`src/verilog/des_pkg.sv`:
```
package des_pkg;

    typedef struct packed {
        logic [31:0] left;                      // L half, DES bits 1..32
        logic [31:0] right;                     // R half, DES bits 33..64
    } des_halves_t;

    // One 64-bit block, seen as search message or as cipher halves
    typedef union packed {
        logic [63:0] msg;                       // Region in the upper bits, count below
        des_halves_t halves;
    } des_block_u;

    typedef logic [63:0] des_key_t;             // Parity bits included, PC1 drops them

    // Tables use FIPS 46 numbering, bit 1 is the MSB
    localparam int ip [64] = '{
        58, 50, 42, 34, 26, 18, 10, 2, 60, 52, 44, 36, 28, 20, 12, 4,
        62, 54, 46, 38, 30, 22, 14, 6, 64, 56, 48, 40, 32, 24, 16, 8,
        57, 49, 41, 33, 25, 17, 9, 1, 59, 51, 43, 35, 27, 19, 11, 3,
        61, 53, 45, 37, 29, 21, 13, 5, 63, 55, 47, 39, 31, 23, 15, 7};
    localparam int fp [64] = '{
        40, 8, 48, 16, 56, 24, 64, 32, 39, 7, 47, 15, 55, 23, 63, 31,
        38, 6, 46, 14, 54, 22, 62, 30, 37, 5, 45, 13, 53, 21, 61, 29,
        36, 4, 44, 12, 52, 20, 60, 28, 35, 3, 43, 11, 51, 19, 59, 27,
        34, 2, 42, 10, 50, 18, 58, 26, 33, 1, 41, 9, 49, 17, 57, 25};
    localparam int e [48] = '{                  // Expansion of R to 48 bits
        32, 1, 2, 3, 4, 5, 4, 5, 6, 7, 8, 9, 8, 9, 10, 11, 12, 13,
        12, 13, 14, 15, 16, 17, 16, 17, 18, 19, 20, 21, 20, 21, 22, 23,
        24, 25, 24, 25, 26, 27, 28, 29, 28, 29, 30, 31, 32, 1};
    localparam int p [32] = '{
        16, 7, 20, 21, 29, 12, 28, 17, 1, 15, 23, 26, 5, 18, 31, 10,
        2, 8, 24, 14, 32, 27, 3, 9, 19, 13, 30, 6, 22, 11, 4, 25};
    localparam int pc1 [56] = '{                // Key bits to C and D
        57, 49, 41, 33, 25, 17, 9, 1, 58, 50, 42, 34, 26, 18,
        10, 2, 59, 51, 43, 35, 27, 19, 11, 3, 60, 52, 44, 36,
        63, 55, 47, 39, 31, 23, 15, 7, 62, 54, 46, 38, 30, 22,
        14, 6, 61, 53, 45, 37, 29, 21, 13, 5, 28, 20, 12, 4};
    localparam int pc2 [48] = '{                // C and D to the round subkey
        14, 17, 11, 24, 1, 5, 3, 28, 15, 6, 21, 10, 23, 19, 12, 4,
        26, 8, 16, 7, 27, 20, 13, 2, 41, 52, 31, 37, 47, 55, 30, 40,
        51, 45, 33, 48, 44, 49, 39, 56, 34, 53, 46, 42, 50, 36, 29, 32};
    localparam int shift_sched [16] = '{1, 1, 2, 2, 2, 2, 2, 2, 1, 2, 2, 2, 2, 2, 2, 1};

    // S1..S8, each box row-major, four rows of sixteen nibbles
    localparam logic [0:7][0:63][3:0] sbox = {
        256'hE4D12FB83A6C5907_0F74E2D1A6CB9538_41E8D62BFC973A50_FC8249175B3EA06D,
        256'hF18E6B34972DC05A_3D47F28EC01A69B5_0E7BA4D158C6932F_D8A13F42B67C05E9,
        256'hA09E63F51DC7B428_D709346A285ECBF1_D6498F30B12C5AE7_1AD069874FE3B52C,
        256'h7DE3069A1285BC4F_D8B56F03472C1AE9_A690CB7DF13E5284_3F06A1D8945BC72E,
        256'h2C417AB6853FD0E9_EB2C47D150FA3986_421BAD78F9C5630E_B8C71E2D6F09A453,
        256'hC1AF92680D34E75B_AF427C9561DE0B38_9EF528C3704A1DB6_432C95FABE17608D,
        256'h4B2EF08D3C975A61_D0B7491AE35C2F86_14BDC37EAF680592_6BD814A7950FE23C,
        256'hD2846FB1A93E50C7_1FD8A374C56B0E92_7B419CE206ADF358_21E74A8DFC90356B};

    function automatic des_block_u initial_perm(input logic [63:0] x);
        des_block_u y;
        for (int i = 0; i < 64; i++)
            y.msg[63-i] = x[64-ip[i]];
        return y;
    endfunction

    function automatic logic [63:0] final_perm(input logic [63:0] x);
        logic [63:0] y;
        for (int i = 0; i < 64; i++)
            y[63-i] = x[64-fp[i]];
        return y;
    endfunction

    // Feistel function: expand, key mix, S-boxes, P
    function automatic logic [31:0] round_f(input logic [31:0] r, input logic [47:0] k);
        logic [47:0] x;
        logic [5:0]  b;
        logic [31:0] s;
        logic [31:0] f;
        for (int i = 0; i < 48; i++)
            x[47-i] = r[32-e[i]];
        x = x ^ k;
        for (int j = 0; j < 8; j++) begin
            b = x[47-6*j -: 6];
            s[31-4*j -: 4] = sbox[j][{b[5], b[0], b[4:1]}];  // Row from outer bits
        end
        for (int i = 0; i < 32; i++)
            f[31-i] = s[32-p[i]];
        return f;
    endfunction

    // Rotate C and D left by the schedule amount of round rnd (0..15)
    function automatic logic [55:0] key_rotate(input logic [55:0] cd, input logic [3:0] rnd);
        logic [27:0] c;
        logic [27:0] d;
        c = cd[55:28];
        d = cd[27:0];
        if (shift_sched[rnd] == 1) begin
            c = {c[26:0], c[27]};
            d = {d[26:0], d[27]};
        end else begin
            c = {c[25:0], c[27:26]};
            d = {d[25:0], d[27:26]};
        end
        return {c, d};
    endfunction

endpackage

```
`src/verilog/search_pkg.sv`:
```
package search_pkg;

    // One search result as handed to the host
    typedef struct packed {
        des_pkg::des_block_u message;           // Plaintext that was tried
        logic [63:0]         cipher;            // Its ciphertext under the run key
        logic                match;             // Cipher equals the target
    } result_t;

    localparam int              REGION_BITS_DEFAULT = 16;  // Upper message bits from the host
    localparam longint unsigned COUNT_LAST_DEFAULT  = 32;  // Last count of a region sweep
    localparam int              CREDIT_MAX          = 4;   // Results the host can buffer

endpackage
```
`src/verilog/des_round_engine.sv`:
```
module des_round_engine (
    input  logic                clk,
    input  logic                rst_n,
    input  des_pkg::des_key_t   key,            // Fixed for the run
    input  logic [63:0]         target,         // Known ciphertext
    input  logic                host_pause,
    output logic                counter_pause,  // Back-pressure to the message counter
    input  des_pkg::des_block_u msg,
    input  logic                msg_valid,
    output search_pkg::result_t res,
    output logic                res_valid,      // High during the final round
    input  logic                fifo_full,      // Reporter cannot take res
    output logic                idle            // No message queued or in flight
);

    des_pkg::des_block_u q_mem [4];             // Message queue
    logic [1:0]          q_wr, q_rd;
    logic [2:0]          q_cnt, q_cnt_next;
    logic                queue_high;

    logic                busy;                  // A message is in the rounds
    logic [3:0]          rnd;                   // Round being computed, minus one
    des_pkg::des_block_u msg_reg;               // Plaintext of the message in flight
    des_pkg::des_block_u lr;                    // L and R of the current round
    logic [55:0]         cd;                    // C and D before this round's rotation
    logic [55:0]         cd_pc1, cd_next;
    logic [47:0]         subkey;
    logic [31:0]         l_next, r_next;
    logic [63:0]         cipher;
    logic                last_round, finish, pop;

    assign last_round = busy && (rnd == 4'd15);
    assign finish     = last_round && !fifo_full;             // Final round can retire
    assign pop        = (q_cnt != 3'd0) && (!busy || finish); // Back to back with retire
    assign q_cnt_next = q_cnt + {2'b00, msg_valid} - {2'b00, pop};

    always_ff @(posedge clk) begin
        if (!rst_n) begin
            q_wr       <= '0;
            q_rd       <= '0;
            q_cnt      <= '0;
            queue_high <= 1'b0;
        end else begin
            if (msg_valid)
                q_wr <= q_wr + 1'b1;
            if (pop)
                q_rd <= q_rd + 1'b1;
            q_cnt      <= q_cnt_next;
            queue_high <= (q_cnt_next >= 3'd2);  // Leaves room for the message after pause
        end
    end

    always_ff @(posedge clk) begin
        if (msg_valid)
            q_mem[q_wr] <= msg;
    end

    assign counter_pause = host_pause | queue_high;
    assign idle          = !busy && (q_cnt == 3'd0);

    // Key schedule and one Feistel round
    always_comb begin
        for (int i = 0; i < 56; i++)
            cd_pc1[55-i] = key[64-des_pkg::pc1[i]];  // Parity bits fall out here
        cd_next = des_pkg::key_rotate(cd, rnd);
        for (int i = 0; i < 48; i++)
            subkey[47-i] = cd_next[56-des_pkg::pc2[i]];
        l_next = lr.halves.right;
        r_next = lr.halves.left ^ des_pkg::round_f(lr.halves.right, subkey);
    end

    always_ff @(posedge clk) begin
        if (!rst_n) begin
            busy <= 1'b0;
            rnd  <= '0;
        end else if (pop) begin
            busy <= 1'b1;
            rnd  <= '0;
        end else if (finish) begin
            busy <= 1'b0;
        end else if (busy && !last_round) begin
            rnd <= rnd + 1'b1;
        end
    end

    always_ff @(posedge clk) begin
        if (pop) begin
            msg_reg <= q_mem[q_rd];
            lr      <= des_pkg::initial_perm(q_mem[q_rd].msg);
            cd      <= cd_pc1;
        end else if (busy && !last_round) begin
            lr.halves.left  <= l_next;
            lr.halves.right <= r_next;
            cd              <= cd_next;
        end
    end

    // Round 16 is not stored, halves swap before FP
    assign cipher      = des_pkg::final_perm({r_next, l_next});
    assign res.message = msg_reg;
    assign res.cipher  = cipher;
    assign res.match   = (cipher == target);
    assign res_valid   = last_round;

endmodule

```
`src/verilog/des_search_top.sv`:
```
module des_search_top #(
    parameter int              region_bits = search_pkg::REGION_BITS_DEFAULT,
    parameter longint unsigned count_last  = search_pkg::COUNT_LAST_DEFAULT,
    parameter int              max_credits = search_pkg::CREDIT_MAX
) (
    input  logic                   clk,
    input  logic                   rst_n,
    input  logic                   start,
    input  logic                   pause,
    input  logic                   reset_counter,
    input  logic [region_bits-1:0] region_select,
    input  des_pkg::des_key_t      key,
    input  logic [63:0]            target,
    input  logic                   credit_return,
    output search_pkg::result_t    result,
    output logic                   result_valid,
    output logic                   search_done
);

    des_pkg::des_block_u msg;         // Counter to engine
    logic                msg_valid;
    logic                counter_pause;
    logic                gen_done;
    search_pkg::result_t res;         // Engine to reporter
    logic                res_valid;
    logic                fifo_full;
    logic                engine_idle;

    message_counter_partial #(
        .region_bits (region_bits),
        .count_last  (count_last)
    ) counter_i (
        .clk           (clk),
        .rst_n         (rst_n),
        .start         (start),
        .pause         (counter_pause),
        .reset_counter (reset_counter),
        .region_select (region_select),
        .counter       (msg),
        .valid         (msg_valid),
        .done          (gen_done)
    );

    des_round_engine engine_i (
        .clk           (clk),
        .rst_n         (rst_n),
        .key           (key),
        .target        (target),
        .host_pause    (pause),
        .counter_pause (counter_pause),
        .msg           (msg),
        .msg_valid     (msg_valid),
        .res           (res),
        .res_valid     (res_valid),
        .fifo_full     (fifo_full),
        .idle          (engine_idle)
    );

    match_reporter #(
        .max_credits (max_credits)
    ) reporter_i (
        .clk           (clk),
        .rst_n         (rst_n),
        .res           (res),
        .res_valid     (res_valid),
        .fifo_full     (fifo_full),
        .gen_done      (gen_done),
        .engine_idle   (engine_idle),
        .credit_return (credit_return),
        .result        (result),
        .result_valid  (result_valid),
        .search_done   (search_done)
    );

endmodule

```
`src/verilog/match_reporter.sv`:
```
module match_reporter #(
    parameter int max_credits = search_pkg::CREDIT_MAX
) (
    input  logic                clk,
    input  logic                rst_n,
    input  search_pkg::result_t res,
    input  logic                res_valid,
    output logic                fifo_full,
    input  logic                gen_done,       // Counter finished its region
    input  logic                engine_idle,
    input  logic                credit_return,  // Host frees one slot
    output search_pkg::result_t result,
    output logic                result_valid,
    output logic                search_done
);

    localparam int credit_w = $clog2(max_credits + 1);

    search_pkg::result_t fifo_mem [4];
    logic [1:0]          wr_ptr, rd_ptr;
    logic [2:0]          fifo_cnt;
    logic [credit_w-1:0] credits;               // Results the host can still accept
    logic                push, send, empty;

    assign fifo_full = (fifo_cnt == 3'd4);
    assign empty     = (fifo_cnt == 3'd0);
    assign push      = res_valid && !fifo_full;
    assign send      = !empty && (credits != '0);  // One result per credit

    always_ff @(posedge clk) begin
        if (!rst_n) begin
            wr_ptr   <= '0;
            rd_ptr   <= '0;
            fifo_cnt <= '0;
            credits  <= credit_w'(max_credits);
        end else begin
            if (push)
                wr_ptr <= wr_ptr + 1'b1;
            if (send)
                rd_ptr <= rd_ptr + 1'b1;
            fifo_cnt <= fifo_cnt + {2'b00, push} - {2'b00, send};
            credits  <= credits - credit_w'(send) + credit_w'(credit_return);  // Both may hit
        end
    end

    always_ff @(posedge clk) begin
        if (push)
            fifo_mem[wr_ptr] <= res;
    end

    assign result       = fifo_mem[rd_ptr];
    assign result_valid = send;
    assign search_done  = gen_done && engine_idle && empty;  // Everything sent to the host

endmodule

```
`src/verilog/message_counter_partial.sv`:
```
module message_counter_partial #(
    parameter int              region_bits = search_pkg::REGION_BITS_DEFAULT,
    parameter longint unsigned count_last  = search_pkg::COUNT_LAST_DEFAULT
) (
    input  logic                     clk,
    input  logic                     rst_n,
    input  logic                     start,          // Begin a sweep of the selected region
    input  logic                     pause,          // Hold generation, host or engine back-pressure
    input  logic                     reset_counter,  // Abort and go back to init
    input  logic [region_bits-1:0]   region_select,
    output des_pkg::des_block_u      counter,        // Current message
    output logic                     valid,          // Message on counter is new this cycle
    output logic                     done            // Whole region generated
);

    localparam int count_w = 64 - region_bits;   // Running count takes the lower bits

    typedef enum logic [2:0] {
        init,
        first,
        working,
        paused,
        finished
    } state_t;

    state_t state, next_state;

    logic [count_w-1:0]     count_reg;
    logic [region_bits-1:0] region_reg;
    logic                   load_seed;     // Clear count, latch region
    logic                   load_counter;  // Step the count
    logic                   at_last;

    assign at_last = (count_reg == count_w'(count_last));

    always_ff @(posedge clk) begin
        if (!rst_n)
            state <= init;
        else
            state <= next_state;
    end

    // Next state
    always_comb begin
        next_state = state;
        case (state)
            init: begin
                if (start)
                    next_state = first;
            end
            first: begin
                next_state = working;          // Count 0 goes out here, pause not checked
            end
            working: begin
                // Last count ends the sweep before a pause can bring it back out again
                if (reset_counter)
                    next_state = init;
                else if (at_last)
                    next_state = finished;
                else if (pause)
                    next_state = paused;
            end
            paused: begin
                if (reset_counter)
                    next_state = init;
                else if (!pause)
                    next_state = working;
            end
            finished: begin
                if (reset_counter)
                    next_state = init;
            end
            default: next_state = init;
        endcase
    end

    // Outputs and datapath strobes
    always_comb begin
        load_seed    = 1'b0;
        load_counter = 1'b0;
        valid        = 1'b0;
        done         = 1'b0;
        case (state)
            init:     load_seed = 1'b1;
            first: begin
                valid        = 1'b1;           // All-zero count is a real message too
                load_counter = 1'b1;
            end
            working: begin
                valid        = 1'b1;
                load_counter = !at_last;       // Hold at the last count
            end
            finished: done = 1'b1;
            default: ;
        endcase
    end

    always_ff @(posedge clk) begin
        if (reset_counter || load_seed)
            count_reg <= '0;
        else if (load_counter)
            count_reg <= count_reg + 1'b1;
    end

    always_ff @(posedge clk) begin
        if (load_seed)
            region_reg <= region_select;       // Tracks the host until start
    end

    assign counter.msg = {region_reg, count_reg};

endmodule

```
`config.mk`:
```
export PLATFORM = sky130hd
export DESIGN_NAME = des_search_top
export DESIGN_NICKNAME = d
export VERILOG_FILES = /design/src/verilog/des_pkg.sv /design/src/verilog/search_pkg.sv /design/src/verilog/des_round_engine.sv /design/src/verilog/des_search_top.sv /design/src/verilog/match_reporter.sv /design/src/verilog/message_counter_partial.sv
export SDC_FILE = /design/constraint.sdc
export NUM_CORES = 1
export LEC_CHECK = 0
export BUFFER_PORTS_ARGS = -buffer_cell sky130_fd_sc_hd__buf_4
export CAP_MARGIN = 20
export CORE_MARGIN = 8
export CORE_UTILIZATION = 32
export CTS_CLUSTER_SIZE = 40
export DETAILED_ROUTE_END_ITERATION = 6
export PLACE_DENSITY_LB_ADDON = 0.05
export SLEW_MARGIN = 10
export SYNTH_ARGS = -nofsm -noshare
export SYNTH_HDL_FRONTEND = slang
export SYNTH_HIERARCHICAL = 1
export SYNTH_SLANG_ARGS = --single-unit
export TNS_END_PERCENT = 100
```
`constraint.sdc`:
```
create_clock -name clk -period 6.6 [get_ports clk]
set_input_delay 0.33 -clock clk [delete_from_list [all_inputs] [get_ports clk]]
set_output_delay 0.33 -clock clk [all_outputs]
set_load 0.01 [all_outputs]
```
==> metrics.log <==
INFO  metric run_status = finished clean
INFO  metric max_frequency = between 150 and 200 MHz
INFO  metric flip_flop_count_of_the_largest_register_after_layout = between 500 and 600
INFO  metric worst_setup_path_startpoint = engine_i/rnd[1]$_SDFFE_PP0P_
INFO  metric io_buffer_count = 272
INFO  metric detailedPlacementHpwl = between 100000 and 150000 um
INFO  metric setup.worst_path.start_class = flop
INFO  metric detail_route.first_pass.iterations = 6
INFO  metric largest_registers = reporter_i/fifo_mem x516, engine_i/q_mem x256
INFO  metric first_pass_grt_wire_length = between 200000 and 250000 um
INFO  metric drt_iter0_markers = 2288
INFO  metric timing_worst_setup_path_type = reg -> reg
INFO  metric worst_r2r_startpoint = engine_i/rnd[1]$_SDFFE_PP0P_
INFO  metric clock_sinks = 1050
INFO  metric worst_slack = 0.5450 ns
INFO  metric grt_antenna_before_repair = 16
INFO  metric post_cts.repair.setup_buffers = 0
INFO  metric syn_area = 48920 um^2
INFO  metric cp_max_fo = 23
INFO  metric layout-drive-gt1-share = between 20 and 25%
INFO  metric post_synth_cell_types = 95
INFO  metric cellPowerDensity = 543.8 nW/um^2
INFO  metric drt.antenna.violating_nets = 0
INFO  metric post_synth_inst_count = 3488
INFO  metric slew_headroom = 25.14%
INFO  metric die_w = 407.0 um
INFO  metric largest_register = reporter_i/fifo_mem
INFO  metric area_delta_synth_final = 17.70%
INFO  metric timing.final.hold_violations = 0
INFO  metric synth-edff-count = 972
INFO  metric die_area = 165600 um^2
INFO  metric grt_start_max_net_pins = 177
INFO  metric critical_path_cell_count = 17
INFO  metric peakVddDrop = 0.0003114 V
INFO  metric cts.root.buffer_cell = sky130_fd_sc_hd__clkbuf_16
INFO  metric synth.most_common_cell = sky130_fd_sc_hd__edfxtp_1
INFO  metric p_leak = 19.43 nW
INFO  metric htree_num_levels = 3
INFO  metric grt_overflow_total = 0
INFO  metric nNetsFinal = between 4000 and 5000
INFO  metric pre_cts_slack = 0.5529 ns
INFO  metric post_place_instance_area = 53190 um^2
INFO  metric grt_pass1_vias = ~32000
INFO  metric worstPathBufferInverterCount = 3
INFO  metric vias_per_cell = 5.300
INFO  metric track_usage = a little under a fifth
INFO  metric placementRows = 143
INFO  metric synth_top_cell_area_share = 59.67%
INFO  metric endpoint_kind = flop
INFO  metric cts_tree = done
INFO  metric reg2reg_to = reporter_i/fifo_mem[3][0]$_DFFE_PP_
INFO  metric synth_top_flop_cell = sky130_fd_sc_hd__edfxtp_1
INFO  metric critical-path-max-stage-delay = 0.83 ns
INFO  metric synthTopCellsByCount = sky130_fd_sc_hd__edfxtp_1 (972), sky130_fd_sc_hd__nand2_1 (345), sky130_fd_sc_hd__nor2_1 (215)
INFO  metric critPathSlowestCell = sky130_fd_sc_hd__nor4_1
INFO  metric die_y = a little over 400 um
INFO  metric clkTransAtPathRegs = 0.06 ns
INFO  metric netlist.top_cell.by_area = sky130_fd_sc_hd__edfxtp_1
INFO  metric finalClockSkew = 0.05985 ns
INFO  metric place_congestion = a little over 0.8
INFO  metric regToRegSetupSlack = 0.54 ns
INFO  metric cts_buffers = 116
INFO  metric total_via_count_after_detailed_routing = 31514
INFO  metric critical_path_required = slightly above 7 ns
INFO  metric hold_class = in -> reg
INFO  metric total_power = 31.31 mW
INFO  metric worst-r2r-cell-count = 17
INFO  metric yosysWarnings = 6
INFO  metric io_pins = 281
INFO  metric ys_async_sr_fraction = 0%
INFO  metric floorplan.initialDensity = 32.20%
INFO  metric cp_data_arrival_time = 6.54 ns
INFO  metric final_period_minus_worst_setup_slack = 6.055 ns
INFO  metric avgRoutedWirePerCell = ~27 um
INFO  metric syn-mean-instance-area = 14.02 um^2
INFO  metric setup_tns = 0 ns
INFO  metric number_of_pins_with_negative_max_slew_slack_in_the_final_report = 0
INFO  metric design.core.area = 151900 um^2
INFO  metric routed_wl = 161200 um
INFO  metric seq_area_frac_synth = around 63%
INFO  metric rsz0062_at_grt = false
INFO  metric clock_insertion_delay_worst_skew = 0.75 ns
INFO  metric drc = 0
INFO  metric ys_top_cells_by_area = sky130_fd_sc_hd__edfxtp_1 (60%), sky130_fd_sc_hd__mux4_2 (8.9%), sky130_fd_sc_hd__dfxtp_1 (3.2%)
INFO  metric yosys_register_bits = approximately 1100
INFO  metric timing_worst_slew_pin_value = 1.123 ns
INFO  metric clk_path_buf_depth = 3
INFO  metric hold_slack = a little under 0.09 ns
INFO  metric critPathTopFamily = simple AND/OR/NAND/NOR gates
INFO  metric design_area = 57570 um^2
INFO  metric cap_violations = 0
INFO  metric worstPathCellList = inv_1 > ha_1 > nand2_1 > a221o_2 > o22ai_1 > nand2_1 > inv_2 > ha_1 > or2_2 > o21ai_0 > a2111oi_0 > nor4_1 > buf_4 > xnor2_1 > xor2_1 > or4_1 > nor4_2
INFO  metric setup_viol = 0
INFO  metric synth.net_count = 3723
INFO  metric post_cts.resized_instances = 0
INFO  metric worstSetupEndpoint = reporter_i/fifo_mem[3][0]$_DFFE_PP_
INFO  metric final_cycle_share = 91.74%
power breakdown:
group / leakage, nW / switching [mW] / internal [mW]
logic: 8.07 / 9.48 / 4.68
registers: 9.63 / 1.29 / 9.71
clock network: 1.73 / 2.70 / 3.44
total: 19.4 / 13.5 / 17.8
cells in the final DEF, fill, tap and decap left out, types with 77 or more instances in the layout:
| master | instances |
|---|---|
| sky130_fd_sc_hd__ha_1 | 82 |
| sky130_fd_sc_hd__mux4_2 | 194 |
| sky130_fd_sc_hd__nor2b_1 | 79 |
| sky130_fd_sc_hd__clkbuf_16 | 119 |
| sky130_fd_sc_hd__dlygate4sd3_1 | 77 |
| sky130_fd_sc_hd__buf_4 | 348 |
| sky130_fd_sc_hd__nand2_1 | 344 |
| sky130_fd_sc_hd__edfxtp_1 | 972 |
| sky130_fd_sc_hd__nor2_1 | 214 |
| sky130_fd_sc_hd__nand2b_1 | 101 |
| sky130_fd_sc_hd__a21oi_1 | 118 |
through the flow:
step | utilization, % | cells
2_1_floorplan | - | 3488
3_3_place_gp | 35.01 | 5647
3_5_place_dp | 35.01 | 5648
4_1_cts | 37.89 | 5942
5_1_grt | 37.90 | 5943
6_report | 37.90 | 5946
repair_timing:
action	in CTS	in global routing
hold endpoints to repair	90	0
hold buffers	77	0
setup endpoints to repair	0	0
cells by family after synthesis:
| logic type | share of synthesized area [%] |
|---|---|
| buffers and inverters | 2.985 |
| DFF | 62.86 |
| adders and majority gates | 2.220 |
| xor gates and xnor gates | 2.829 |
| and+or+nand+nor | 11.09 |
| AOI/OAI and AO/OA | 7.801 |
| muxes | 10.21 |
how the worst min path moves through the flow:
stage                                            startpoint                              endpoint  slack (ns)  cells after the start
after floorplan                                       rst_n      reporter_i/credits[2]$_SDFF_PN1_        0.39                      1
after global placement    reporter_i/rd_ptr[1]$_SDFFE_PN0P_                                  flop        0.46                      2
after detailed placement     engine_i/msg_reg[11]$_DFFE_PP_  reporter_i/fifo_mem[1][76]$_DFFE_PP_        0.48                      0
after CTS                                        target[34]   reporter_i/fifo_mem[2][0]$_DFFE_PP_        0.02                      3
after global routing                             target[34]   reporter_i/fifo_mem[2][0]$_DFFE_PP_        0.04                      3
final                                            target[34]   reporter_i/fifo_mem[2][0]$_DFFE_PP_        0.09                      3
worst min-delay path, delay by kind of cell:
family | cells | cell delay (ns)
compound gates | 1 | 0.14
simple gates | 1 | 0.06
buf+inv | 1 | 0.12
area by class of cell:
type | count | area (um^2)
Antenna cell | 3 | 7.507
Clock buffer | 158 | 3174
Clock inverter | 59 | 421.7
Fill cell | 14455 | 94330
Inverter | 70 | 265.3
Multi-Input combinational cell | 2139 | 16800
Sequential cell | 1050 | 30760
Tap cell | 2030 | 2540
Timing Repair Buffer | 437 | 3606
routing by layer:
metal  vias to the layer above  share of wire [%]  global-route usage (%)
met5                         -              0.012                       0
met2                       862                 46                   30.49
met4                         4                2.3                   4.145
li1                      14093                  -                       -
met1                     16354                 46                   26.84
met3                       201                5.4                   3.376
Note: power is estimated with default switching activity, not from simulation.
